==> src/logic/rv_decode_params.svh <==
`ifndef RV_DECODE_PARAMS_SVH
`define RV_DECODE_PARAMS_SVH

// datapath and instruction width
`define RV_XLEN     32

// register number width, also the shamt width
`define RV_REG_AW   5

`define RV_OPC_W    7
`define RV_F3_W     3
`define RV_F7_W     7

// field positions inside the instruction word
`define RV_OPC_LSB  0
`define RV_RD_LSB   7
`define RV_F3_LSB   12
`define RV_RS1_LSB  15
`define RV_RS2_LSB  20
`define RV_F7_LSB   25

// funct7 values used by the ALU groups
`define RV_F7_BASE  7'b0000000
`define RV_F7_ALT   7'b0100000

// the one SYSTEM word that decodes
`define RV_EBREAK   32'h00100073

`endif
==> src/logic/rv_decode_pkg.sv <==
`include "rv_decode_params.svh"

package rv_decode_pkg;

    typedef logic [`RV_XLEN-1:0]   inst_t;
    typedef logic [`RV_XLEN-1:0]   word_t;
    typedef logic [`RV_REG_AW-1:0] reg_addr_t;
    typedef logic [`RV_F3_W-1:0]   funct3_t;
    typedef logic [`RV_F7_W-1:0]   funct7_t;

    typedef enum logic [4:0] {
        ALU_ADD  = 5'd0,
        ALU_SUB  = 5'd2,
        ALU_SLT  = 5'd4,
        ALU_SLTU = 5'd5,
        ALU_AND  = 5'd9,
        ALU_OR   = 5'd10,
        ALU_XOR  = 5'd11,
        ALU_SLL  = 5'd14,
        ALU_SRL  = 5'd15,
        ALU_SRA  = 5'd16,
        ALU_HALT = 5'd31
    } alu_op_e;

    // loads below 8, stores from 8 up
    typedef enum logic [3:0] {
        LW       = 4'd0,
        LH       = 4'd1,
        LB       = 4'd2,
        LBU      = 4'd3,
        LHU      = 4'd4,
        SW       = 4'd8,
        SH       = 4'd9,
        SB       = 4'd11,
        MEM_NONE = 4'd15
    } dmem_e;

    typedef enum logic [3:0] {
        BEQ     = 4'd0,
        BNE     = 4'd1,
        BLT     = 4'd2,
        BLTU    = 4'd3,
        BGE     = 4'd4,
        BGEU    = 4'd6,
        JAL     = 4'd8,
        JALR    = 4'd9,
        BR_NONE = 4'd15
    } br_e;

    typedef enum logic [1:0] {
        WD_PC4  = 2'd0,
        WD_ALU  = 2'd1,
        WD_MEM  = 2'd2,
        WD_NONE = 2'd3
    } wd_sel_e;

    typedef enum logic [2:0] {
        IMM_I,
        IMM_SH,
        IMM_S,
        IMM_B,
        IMM_U,
        IMM_J,
        IMM_ZERO
    } imm_fmt_e;

    typedef enum logic [`RV_OPC_W-1:0] {
        OPC_LOAD   = 7'b0000011,
        OPC_OP_IMM = 7'b0010011,
        OPC_AUIPC  = 7'b0010111,
        OPC_STORE  = 7'b0100011,
        OPC_OP     = 7'b0110011,
        OPC_LUI    = 7'b0110111,
        OPC_BRANCH = 7'b1100011,
        OPC_JALR   = 7'b1100111,
        OPC_JAL    = 7'b1101111,
        OPC_SYSTEM = 7'b1110011
    } opcode_e;

    typedef struct packed {
        alu_op_e   alu_op;
        logic      alu_src0_sel;
        logic      alu_src1_sel;
        dmem_e     dmem_access;
        reg_addr_t rf_ra0;
        reg_addr_t rf_ra1;
        reg_addr_t rf_wa;
        logic      rf_we;
        wd_sel_e   rf_wd_sel;
        br_e       br_type;
        word_t     imm;
        logic      halt;
        logic      illegal;
    } decode_ctrl_t;

    // bubble: zeros except the none codes
    localparam decode_ctrl_t CTRL_BUBBLE = '{
        alu_op:       ALU_ADD,
        alu_src0_sel: 1'b0,
        alu_src1_sel: 1'b0,
        dmem_access:  MEM_NONE,
        rf_ra0:       '0,
        rf_ra1:       '0,
        rf_wa:        '0,
        rf_we:        1'b0,
        rf_wd_sel:    WD_NONE,
        br_type:      BR_NONE,
        imm:          '0,
        halt:         1'b0,
        illegal:      1'b0
    };

endpackage

==> src/logic/rv_decode_stage.sv <==
`timescale 1ns/1ps

module rv_decode_stage (
    input  logic                        clk,
    input  logic                        arst_n,
    input  rv_decode_pkg::inst_t        inst,
    input  logic                        in_valid,
    input  logic                        stall,
    output logic                        out_valid,
    output rv_decode_pkg::decode_ctrl_t ctrl
);

    import rv_decode_pkg::*;

    decode_ctrl_t dec_ctrl;
    decode_ctrl_t ctrl_next;
    imm_fmt_e     imm_fmt;
    word_t        imm;

    rv_ctrl_decode u_ctrl (
        .inst (inst),
        .fmt  (imm_fmt),
        .ctrl (dec_ctrl)
    );

    rv_imm_gen u_imm (
        .inst (inst),
        .fmt  (imm_fmt),
        .imm  (imm)
    );

    // imm comes from its own generator
    always_comb begin
        ctrl_next     = dec_ctrl;
        ctrl_next.imm = imm;
    end

    // hold on stall, bubble when nothing valid arrives
    always_ff @(posedge clk or negedge arst_n) begin
        if (!arst_n) begin
            out_valid <= 1'b0;
            ctrl      <= CTRL_BUBBLE;
        end else if (!stall) begin
            out_valid <= in_valid;
            if (in_valid) begin
                ctrl <= ctrl_next;
            end else begin
                ctrl <= CTRL_BUBBLE;
            end
        end
    end

endmodule

==> src/logic/rv_ctrl_decode.sv <==
`timescale 1ns/1ps
`include "rv_decode_params.svh"

module rv_ctrl_decode (
    input  rv_decode_pkg::inst_t        inst,
    output rv_decode_pkg::imm_fmt_e     fmt,
    output rv_decode_pkg::decode_ctrl_t ctrl
);

    import rv_decode_pkg::*;

    opcode_e opc;
    funct3_t f3;
    funct7_t f7;
    logic    legal;

    assign opc = opcode_e'(inst[`RV_OPC_LSB +: `RV_OPC_W]);
    assign f3  = inst[`RV_F3_LSB +: `RV_F3_W];
    assign f7  = inst[`RV_F7_LSB +: `RV_F7_W];

    // shared by register and immediate ALU groups
    function automatic alu_op_e alu_of(input funct3_t f, input logic alt);
        case (f)
            3'b000:  return alt ? ALU_SUB : ALU_ADD;
            3'b001:  return ALU_SLL;
            3'b010:  return ALU_SLT;
            3'b011:  return ALU_SLTU;
            3'b100:  return ALU_XOR;
            3'b101:  return alt ? ALU_SRA : ALU_SRL;
            3'b110:  return ALU_OR;
            default: return ALU_AND;
        endcase
    endfunction

    always_comb begin
        ctrl  = CTRL_BUBBLE;
        fmt   = IMM_ZERO;
        legal = 1'b1;

        // register fields straight from the word
        ctrl.rf_ra0 = inst[`RV_RS1_LSB +: `RV_REG_AW];
        ctrl.rf_ra1 = inst[`RV_RS2_LSB +: `RV_REG_AW];
        ctrl.rf_wa  = inst[`RV_RD_LSB +: `RV_REG_AW];

        case (opc)
            OPC_OP: begin
                legal = (f7 == `RV_F7_BASE) ||
                        (f7 == `RV_F7_ALT && (f3 == 3'b000 || f3 == 3'b101));
                ctrl.alu_op    = alu_of(f3, f7 == `RV_F7_ALT);
                ctrl.rf_we     = 1'b1;
                ctrl.rf_wd_sel = WD_ALU;
            end
            OPC_OP_IMM: begin
                // shifts keep funct7 in the immediate field
                if (f3 == 3'b001) begin
                    legal = (f7 == `RV_F7_BASE);
                    fmt   = IMM_SH;
                end else if (f3 == 3'b101) begin
                    legal = (f7 == `RV_F7_BASE) || (f7 == `RV_F7_ALT);
                    fmt   = IMM_SH;
                end else begin
                    fmt = IMM_I;
                end
                ctrl.alu_op       = alu_of(f3, f3 == 3'b101 && f7 == `RV_F7_ALT);
                ctrl.alu_src1_sel = 1'b1;
                ctrl.rf_we        = 1'b1;
                ctrl.rf_wd_sel    = WD_ALU;
            end
            OPC_LUI: begin
                ctrl.rf_ra0       = '0;
                ctrl.rf_ra1       = '0;
                ctrl.alu_src1_sel = 1'b1;
                ctrl.rf_we        = 1'b1;
                ctrl.rf_wd_sel    = WD_ALU;
                fmt               = IMM_U;
            end
            OPC_AUIPC: begin
                ctrl.alu_src0_sel = 1'b1;
                ctrl.alu_src1_sel = 1'b1;
                ctrl.rf_we        = 1'b1;
                ctrl.rf_wd_sel    = WD_ALU;
                fmt               = IMM_U;
            end
            OPC_LOAD: begin
                case (f3)
                    3'b010:  ctrl.dmem_access = LW;
                    3'b001:  ctrl.dmem_access = LH;
                    3'b000:  ctrl.dmem_access = LB;
                    3'b100:  ctrl.dmem_access = LBU;
                    3'b101:  ctrl.dmem_access = LHU;
                    default: legal = 1'b0;
                endcase
                ctrl.alu_src1_sel = 1'b1;
                ctrl.rf_we        = 1'b1;
                ctrl.rf_wd_sel    = WD_MEM;
                fmt               = IMM_I;
            end
            OPC_STORE: begin
                case (f3)
                    3'b010:  ctrl.dmem_access = SW;
                    3'b001:  ctrl.dmem_access = SH;
                    3'b000:  ctrl.dmem_access = SB;
                    default: legal = 1'b0;
                endcase
                ctrl.alu_src1_sel = 1'b1;
                fmt               = IMM_S;
            end
            OPC_BRANCH: begin
                case (f3)
                    3'b000:  ctrl.br_type = BEQ;
                    3'b001:  ctrl.br_type = BNE;
                    3'b100:  ctrl.br_type = BLT;
                    3'b101:  ctrl.br_type = BGE;
                    3'b110:  ctrl.br_type = BLTU;
                    3'b111:  ctrl.br_type = BGEU;
                    default: legal = 1'b0;
                endcase
                // target is pc + imm
                ctrl.alu_src0_sel = 1'b1;
                ctrl.alu_src1_sel = 1'b1;
                ctrl.rf_wd_sel    = WD_PC4;
                fmt               = IMM_B;
            end
            OPC_JAL: begin
                ctrl.alu_src0_sel = 1'b1;
                ctrl.alu_src1_sel = 1'b1;
                ctrl.rf_we        = 1'b1;
                ctrl.rf_wd_sel    = WD_PC4;
                ctrl.br_type      = JAL;
                fmt               = IMM_J;
            end
            OPC_JALR: begin
                legal             = (f3 == 3'b000);
                ctrl.alu_src1_sel = 1'b1;
                ctrl.rf_we        = 1'b1;
                ctrl.rf_wd_sel    = WD_PC4;
                ctrl.br_type      = JALR;
                fmt               = IMM_I;
            end
            OPC_SYSTEM: begin
                legal          = (inst == `RV_EBREAK);
                ctrl.rf_ra0    = '0;
                ctrl.rf_ra1    = '0;
                ctrl.rf_wa     = '0;
                ctrl.rf_wd_sel = WD_PC4;
                ctrl.alu_op    = ALU_HALT;
                ctrl.halt      = 1'b1;
            end
            default: begin
                legal = 1'b0;
            end
        endcase

        // anything unmatched leaves the pipe as a flagged bubble
        if (!legal) begin
            ctrl         = CTRL_BUBBLE;
            ctrl.illegal = 1'b1;
            fmt          = IMM_ZERO;
        end
    end

endmodule

==> src/logic/rv_imm_gen.sv <==
`timescale 1ns/1ps
`include "rv_decode_params.svh"

module rv_imm_gen (
    input  rv_decode_pkg::inst_t    inst,
    input  rv_decode_pkg::imm_fmt_e fmt,
    output rv_decode_pkg::word_t    imm
);

    import rv_decode_pkg::*;

    logic sign;

    assign sign = inst[`RV_XLEN-1];

    always_comb begin
        case (fmt)
            IMM_I: begin
                imm = {{(`RV_XLEN-12){sign}}, inst[31:20]};
            end
            // shamt only, upper bits carry funct7
            IMM_SH: begin
                imm = {{(`RV_XLEN-`RV_REG_AW){1'b0}}, inst[`RV_RS2_LSB +: `RV_REG_AW]};
            end
            IMM_S: begin
                imm = {{(`RV_XLEN-12){sign}}, inst[31:25], inst[11:7]};
            end
            IMM_B: begin
                imm = {{(`RV_XLEN-13){sign}}, inst[31], inst[7], inst[30:25],
                       inst[11:8], 1'b0};
            end
            IMM_U: begin
                imm = {inst[31:12], 12'b0};
            end
            IMM_J: begin
                imm = {{(`RV_XLEN-21){sign}}, inst[31], inst[19:12], inst[20],
                       inst[30:21], 1'b0};
            end
            default: begin
                imm = '0;
            end
        endcase
    end

endmodule

==> config.mk <==
export PLATFORM = sky130hd
export DESIGN_NAME = rv_decode_stage
export DESIGN_NICKNAME = d
export VERILOG_FILES = /design/src/logic/rv_decode_pkg.sv /design/src/logic/rv_decode_stage.sv /design/src/logic/rv_ctrl_decode.sv /design/src/logic/rv_imm_gen.sv
export VERILOG_INCLUDE_DIRS = /design/src /design/src/logic
export SDC_FILE = /design/constraint.sdc
export NUM_CORES = 1
export LEC_CHECK = 0
export ABC_AREA = 1
export BUFFER_PORTS_ARGS = -buffer_cell sky130_fd_sc_hd__buf_2
export CAP_MARGIN = 30
export CORE_MARGIN = 2
export CORE_UTILIZATION = 45
export CTS_BUF_LIST = sky130_fd_sc_hd__clkbuf_4 sky130_fd_sc_hd__clkbuf_8
export CTS_CLUSTER_DIAMETER = 200
export DETAILED_ROUTE_END_ITERATION = 10
export PLACE_DENSITY = 0.76
export REMOVE_ABC_BUFFERS = 1
export SLEW_MARGIN = 20
export SYNTH_ARGS = -nofsm -noshare
export SYNTH_HDL_FRONTEND = slang
export SYNTH_SLANG_ARGS = --single-unit
==> constraint.sdc <==
create_clock -name clk -period 1.3 [get_ports clk]
set_clock_uncertainty 0.1 [all_clocks]
set_input_delay 0.13 -clock clk [delete_from_list [all_inputs] [get_ports clk]]
set_output_delay 0.13 -clock clk [all_outputs]
set_load 0.01 [all_outputs]
Word level (Yosys, flattened, before mapping)
Cells that the tools add are included.
{"block": "word_totals", "register_bits": 68, "wordCells": 90}
{"block": "classes", "eq_ne": 24, "n_mux": 32, "reduce_logical": 20}
{"cell": "one-hot mux 32 bit (6 select lines)", "count": 1}
{"cell": "2-to-1 mux 67 bit", "count": 2}
{"cell": "one-hot mux 5 bit (7 select lines)", "count": 2}
{"cell": "== test 32 x 21 -> 1 bit, second input constant", "count": 1}
{"cell": "== test 7 x 6 -> 1 bit, second input constant", "count": 4}
{"cell": "== test 7 bit, second input constant", "count": 4}
{"cell": "one-hot mux 4 bit (6 select lines)", "count": 1}
{"cell": "one-hot mux 4 bit (5 select lines)", "count": 1}
{"cell": "== test 3 bit, second input constant", "count": 6}
{"cell": "one-hot mux 3 bit (6 select lines)", "count": 1}
{"cell": "2-to-1 mux 5 bit", "count": 3}
{"cell": "one-hot mux 5 bit (3 select lines)", "count": 1}
{"cell": "== test 7 x 5 -> 1 bit, second input constant", "count": 2}
{"cell": "== test 3 x 2 -> 1 bit, second input constant", "count": 4}
{"cell": "one-hot mux 4 bit (3 select lines)", "count": 1}
{"cell": "2-to-1 mux 1 bit", "count": 10}
{"cell": "2-to-1 mux 10 bit", "count": 1}
{"cell": "one-hot mux 3 bit (3 select lines)", "count": 1}
{"cell": "OR reduction 3 bit", "count": 3}
{"cell": "one-hot mux 1 bit (8 select lines)", "count": 1}
{"cell": "one-hot mux 4 bit (2 select lines)", "count": 1}
{"cell": "OR reduction 4 bit", "count": 2}
{"cell": "OR reduction 8 bit", "count": 1}
{"cell": "== test 7 x 2 -> 1 bit, second input constant", "count": 1}
{"cell": "other kinds (12)", "count": 21}

Logic depth before layout (Yosys ltp)
{"block": "depth", "ltp_word": 9, "ltp_mapped": 15, "ltp_nobuf": 15}

By module
A second synthesis with hierarchy kept.
{"block": "unflattened", "hier_cells": 648, "hier_area_um2": 4516.8}
{"module": "rv_decode_stage", "instances": 1, "cells_per_inst": 316, "area_each_um2": 2849.0}
{"module": "rv_ctrl_decode", "instances": 1, "cells_per_inst": 243, "area_each_um2": 1285.0}
{"module": "rv_imm_gen", "instances": 1, "cells_per_inst": 89, "area_each_um2": 382.9}

Least setup slack after synthesis
OpenSTA, ideal clock, no wires.
{"block": "synth_path", "kind": "input to register", "from": "input port inst[14]", "to": "register ctrl[22] (netlist name)", "t_arrival_ns": 1.452, "t_required_ns": 1.084, "setup_slack_ns": -0.369, "stages": 15, "cell_sequence": "buf_2 > inv_2 > nand2_1 > nand2_1 > nand3_1 > nand2_1 > clkinv_1 > nand3_2 > nor2_8 > nor2_4 > nand3_2 > buf_6 > nand2_2 > nand2_1 > nand2_1"}
{"block": "synth_via", "elab_chain_len": 9}
{"element": "start: declaration", "line": "rv_decode_stage.sv:6", "text": "input rv_decode_pkg::inst_t inst,"}
{"element": "branches (longest 5 deep; another with one-hot mux 1 bit (8 select lines))"}
{"element": "2-to-1 mux 3 bit (*)", "line": "rv_ctrl_decode.sv:155", "text": "if (!legal) begin"}
{"element": "== test 3 bit (tied with other cells)", "line": "rv_imm_gen.sv:17", "text": "case (fmt)"}
{"element": "one-hot mux 32 bit (6 select lines) (*)", "line": "rv_imm_gen.sv:17"}
{"element": "2-to-1 mux 67 bit (*)", "line": "rv_decode_stage.sv:45", "text": "if (in_valid) begin"}
{"element": "end signal: assignment", "line": "rv_decode_stage.sv:46", "text": "ctrl <= ctrl_next;"}
{"element": "end: declaration", "line": "rv_decode_stage.sv:10", "text": "output rv_decode_pkg::decode_ctrl_t ctrl"}
Mark *: on every way between the ends.
A chain may end at the register's enable or synchronous reset.

Worst setup path in the final report
{"block": "layout_path", "from": "input port inst[0]", "to": "register ctrl[63] (netlist name)"}
{"block": "layout_via", "elab_chain_len": 5}
{"element": "== test 7 x 5 -> 1 bit (tied with other cells)", "line": "rv_ctrl_decode.sv:45", "text": "case (opc)"}
{"element": "OR reduction 3 bit (no source line)"}
{"element": "one-hot mux 1 bit (8 select lines)", "line": "rv_ctrl_decode.sv:45"}
{"element": "2-to-1 mux 67 bit (*)", "line": "rv_ctrl_decode.sv:155"}
{"element": "2-to-1 mux 67 bit (*)", "line": "rv_decode_stage.sv:45"}
Every way passes the cells marked *; elsewhere a longest branch is shown, timed or not.

==> impl_metrics.py <==
metrics = {
    "synthesis": {
        "synth_warnings": 0,
        "synthesis.area_mm2": 0.003806,
        "synthTopCellsByArea": "dfrtp_1 38%, nand2_1 16%, dfstp_2 6.9%",
        "seq_area_frac_synth_pct": 45.04,
        "ys_types": 35,
        "synth.top_cell.area_share_pct": 38.13,
        "synth_seq_cells": 68,
        "synth_edf_count": 0,
        "synth.most_common_cell": "nand2_1",
        "ys.flop_type": "dfrtp_1",
        "yosys.area.top_type": "dfrtp_1",
        "ys_top_cells_by_count": "166 x nand2_1, 58 x dfrtp_1, 50 x nor2_1",
        "async_flop_share_pct": 100.0,
        "syn_inst": 494,
        "avgSynthCellArea_um2": 7.705,
    },
    "drt": {
        "wire_per_inst_um": 16.23,
        "drt.antenna.violating_nets": 0,
        "drc_errors": 0,
        "firstDrtPassIters": 7,
        "drt-initial-drc-count": 225,
        "drt_wl_total_mm": 13.21,
        "vias": 4280,
        "avgViaCountPerCell": 5.258,
    },
    "flow_run": {
        "drv_cap": 0,
    },
    "die": {
        "die_width_um": 95.97,
        "die-area_mm2": 0.009209,
        "core.rowCount": 33,
        "die_height_um": 95.97,
        "coreArea_mm2": 0.008217,
        "boundaryPins": 104,
        "start_util_pct": 46.32,
    },
    "global_routing": {
        "grt_max_degree": 69,
        "grt-ovfl-total": 0,
        "grt_usage_pct": 28.49,
        "grt_pass1_wl_mm": 19.93,
        "grt_antenna_before_repair": 0,
        "first_global_vias": 4015,
    },
    "layout": {
        "drive_above_1_share_pct": 47.95,
        "final_area_mm2": 0.005966,
        "fillCellCount": 650,
        "nets": 741,
        "post-route-util_pct": 72.61,
        "syn_to_final_growth_pct": 56.74,
        "diodes": 0,
    },
    "setup_path": {
        "endpoint_kind": "flip-flop",
        "crit_fanout": 8,
        "r2r_cells": 2,
        "worstPathRequired_ns": 1.44,
        "cp.arrival_ns": 1.62,
        "cp-start-kind": "input port",
        "path_class": "in -> reg",
    },
    "timing": {
        "hold_slack_ns": 0.02100,
        "finalMaxSlewViolations": 0,
        "setup_ws_ns": -0.1847,
        "slew_headroom_pct": 60.28,
        "maxClockFrequency_ghz": 0.6735,
        "fin_crit_sh_pct": 114.2,
        "finalHoldViolations": 0,
        "grt_setup_unrepaired": "true",
        "min_period_ns": 1.485,
        "setup_viol": 57,
        "worst_slew_pin_slew_ns": 0.5958,
    },
    "power_and_ir_drop": {
        "power_frac_seq_pct": 42.9,
        "p_switching_mw": 1.273,
        "power.share.clock_pct": 43.0,
        "powerDensity_mw_per_mm2": 833.3,
        "power_switching_share_pct": 25.61,
        "p_leak_nw": 3.307,
        "p_int_mw": 3.698,
        "irDropWorstVdd_mv": 0.5432,
        "p_comb_share_pct": 14.0,
    },
    "clock_tree": {
        "cts_max_level": 3,
        "cts_root_buffer": "clkbuf_8",
        "clockBufferDepth": 2,
        "clkTransAtPathRegs_ns": 0.07,
        "numCtsBuffers": 9,
        "insertion_delay_ns": 0.35,
        "cts.sinks": 68,
        "cts_tree": "yes",
    },
    "placed_design": {
        "hpwl_mm": 9.074,
        "gp_congestion": 0.9197,
        "placed_area_mm2": 0.005096,
        "io_buffer_count": 103,
    },
    "min_path": {
        "hold_depth": 3,
        "hp-class": "in -> reg",
    },
    "status": {
        "status": "complete, but fails checks",
        "violations": "negative setup slack",
    },
}
flip-flops by register name (all words and copies together), names as in the netlist:
| register | flops |
|---|---|
| ctrl | 67 |
| out_valid | 1 |
final timing paths:
| kind | from | end | slack, ns |
|---|---|---|---|
| max in group asynchronous | arst_n | ctrl[37] | 0.55 |
| min in group asynchronous | arst_n | ctrl[41] | 0.23 |
| max | inst[0] | ctrl[63] | -0.18 |
| min | inst[15] | ctrl[51] | 0.02 |
| max reg2reg | ctrl[57] | ctrl[57] | 0.40 |
| min reg2reg | ctrl[31] | ctrl[31] | 0.38 |
power groups by stage:
| stage | clock, mW | sequential [mW] | combinational [mW] |
|---|---|---|---|
| final | 2.14 | 2.13 | 0.698 |
| after global routing | 2.27 | 2.14 | 0.752 |
| after floorplan | 0 | 2.18 | 0.157 |
| after global placement | 0 | 2.17 | 0.550 |
| after CTS | 2.17 | 2.13 | 0.638 |
| after detailed placement | 0 | 2.17 | 0.554 |
cells by family (layout without fill, tap and decap cells):
group	Yosys count	after routing	synth area share (%)
compound gates	81	81	13.45
simple gates	279	280	33.66
flops	68	68	45.04
buf+inv	66	280	7.856
timing repair:
action / CTS / global route
gates cloned: 0 / 1
hold buffers: 8 / 0
resized for setup: 79 / 55
endpoints found under the hold margin: 74 / 0
setup endpoints to repair: 64 / 65
pin swaps: 21 / 26
setup buffers: 7 / 3
per-layer routing:
metal	global-route usage, %	routed length, µm
met4	7.976	219
met2	46.56	6413
met5	0	0
met1	38.60	5860
met3	5.560	713
layout by cell type, fill, tap and decap left out, types with 9 or more instances in the layout:
master / count
o21ai_1: 12
clkbuf_8: 9
nand3_2: 13
nand2_1: 153
a21oi_1: 17
buf_6: 15
dfrtp_1: 58
nor2_4: 14
nand2_2: 21
nor2_1: 38
buf_4: 100
inv_2: 9
buf_2: 92
nand3_1: 9
dfstp_2: 10
inv_1: 30
a211oi_1: 11
layout make-up:
cell class / instances / area (µm²) / area share, %
sequential: 68 / 1714 / 28.73
clock inverter: 6 / 112.6 / 1.888
inverter: 45 / 201.4 / 3.377
multi-input combinational: 361 / 2132 / 35.74
clock buffer: 9 / 123.9 / 2.076
tap: 105 / 131.4 / 2.202
timing repair buffer: 220 / 1550 / 25.99
through the flow:
step | setup TNS [ns] | total power [mW] | setup WS, ns | cells
floorplan | -24.52 | 2.338 | -0.5367 | 473
global placement | -40.69 | 2.725 | -0.6970 | 780
detailed placement | -38.72 | 2.729 | -0.6797 | 780
CTS | -3.984 | 4.939 | -0.1661 | 810
global route | -10.87 | 5.154 | -0.2538 | 814
finish | -6.052 | 4.971 | -0.1847 | 814
critical path: stages:
cell,delay [ns]
buf_6,0.09
nand2_4,0.07
inv_4,0.05
nand2_8,0.09
clkinv_8,0.08
nand2_1,0.06
nor2_1,0.04
nand2_1,0.10
nand3_4,0.10
nor2_8,0.23
inv_2,0.15
buf_4,0.19
a32o_1,0.22
Note: power is estimated with default switching activity, not from simulation.
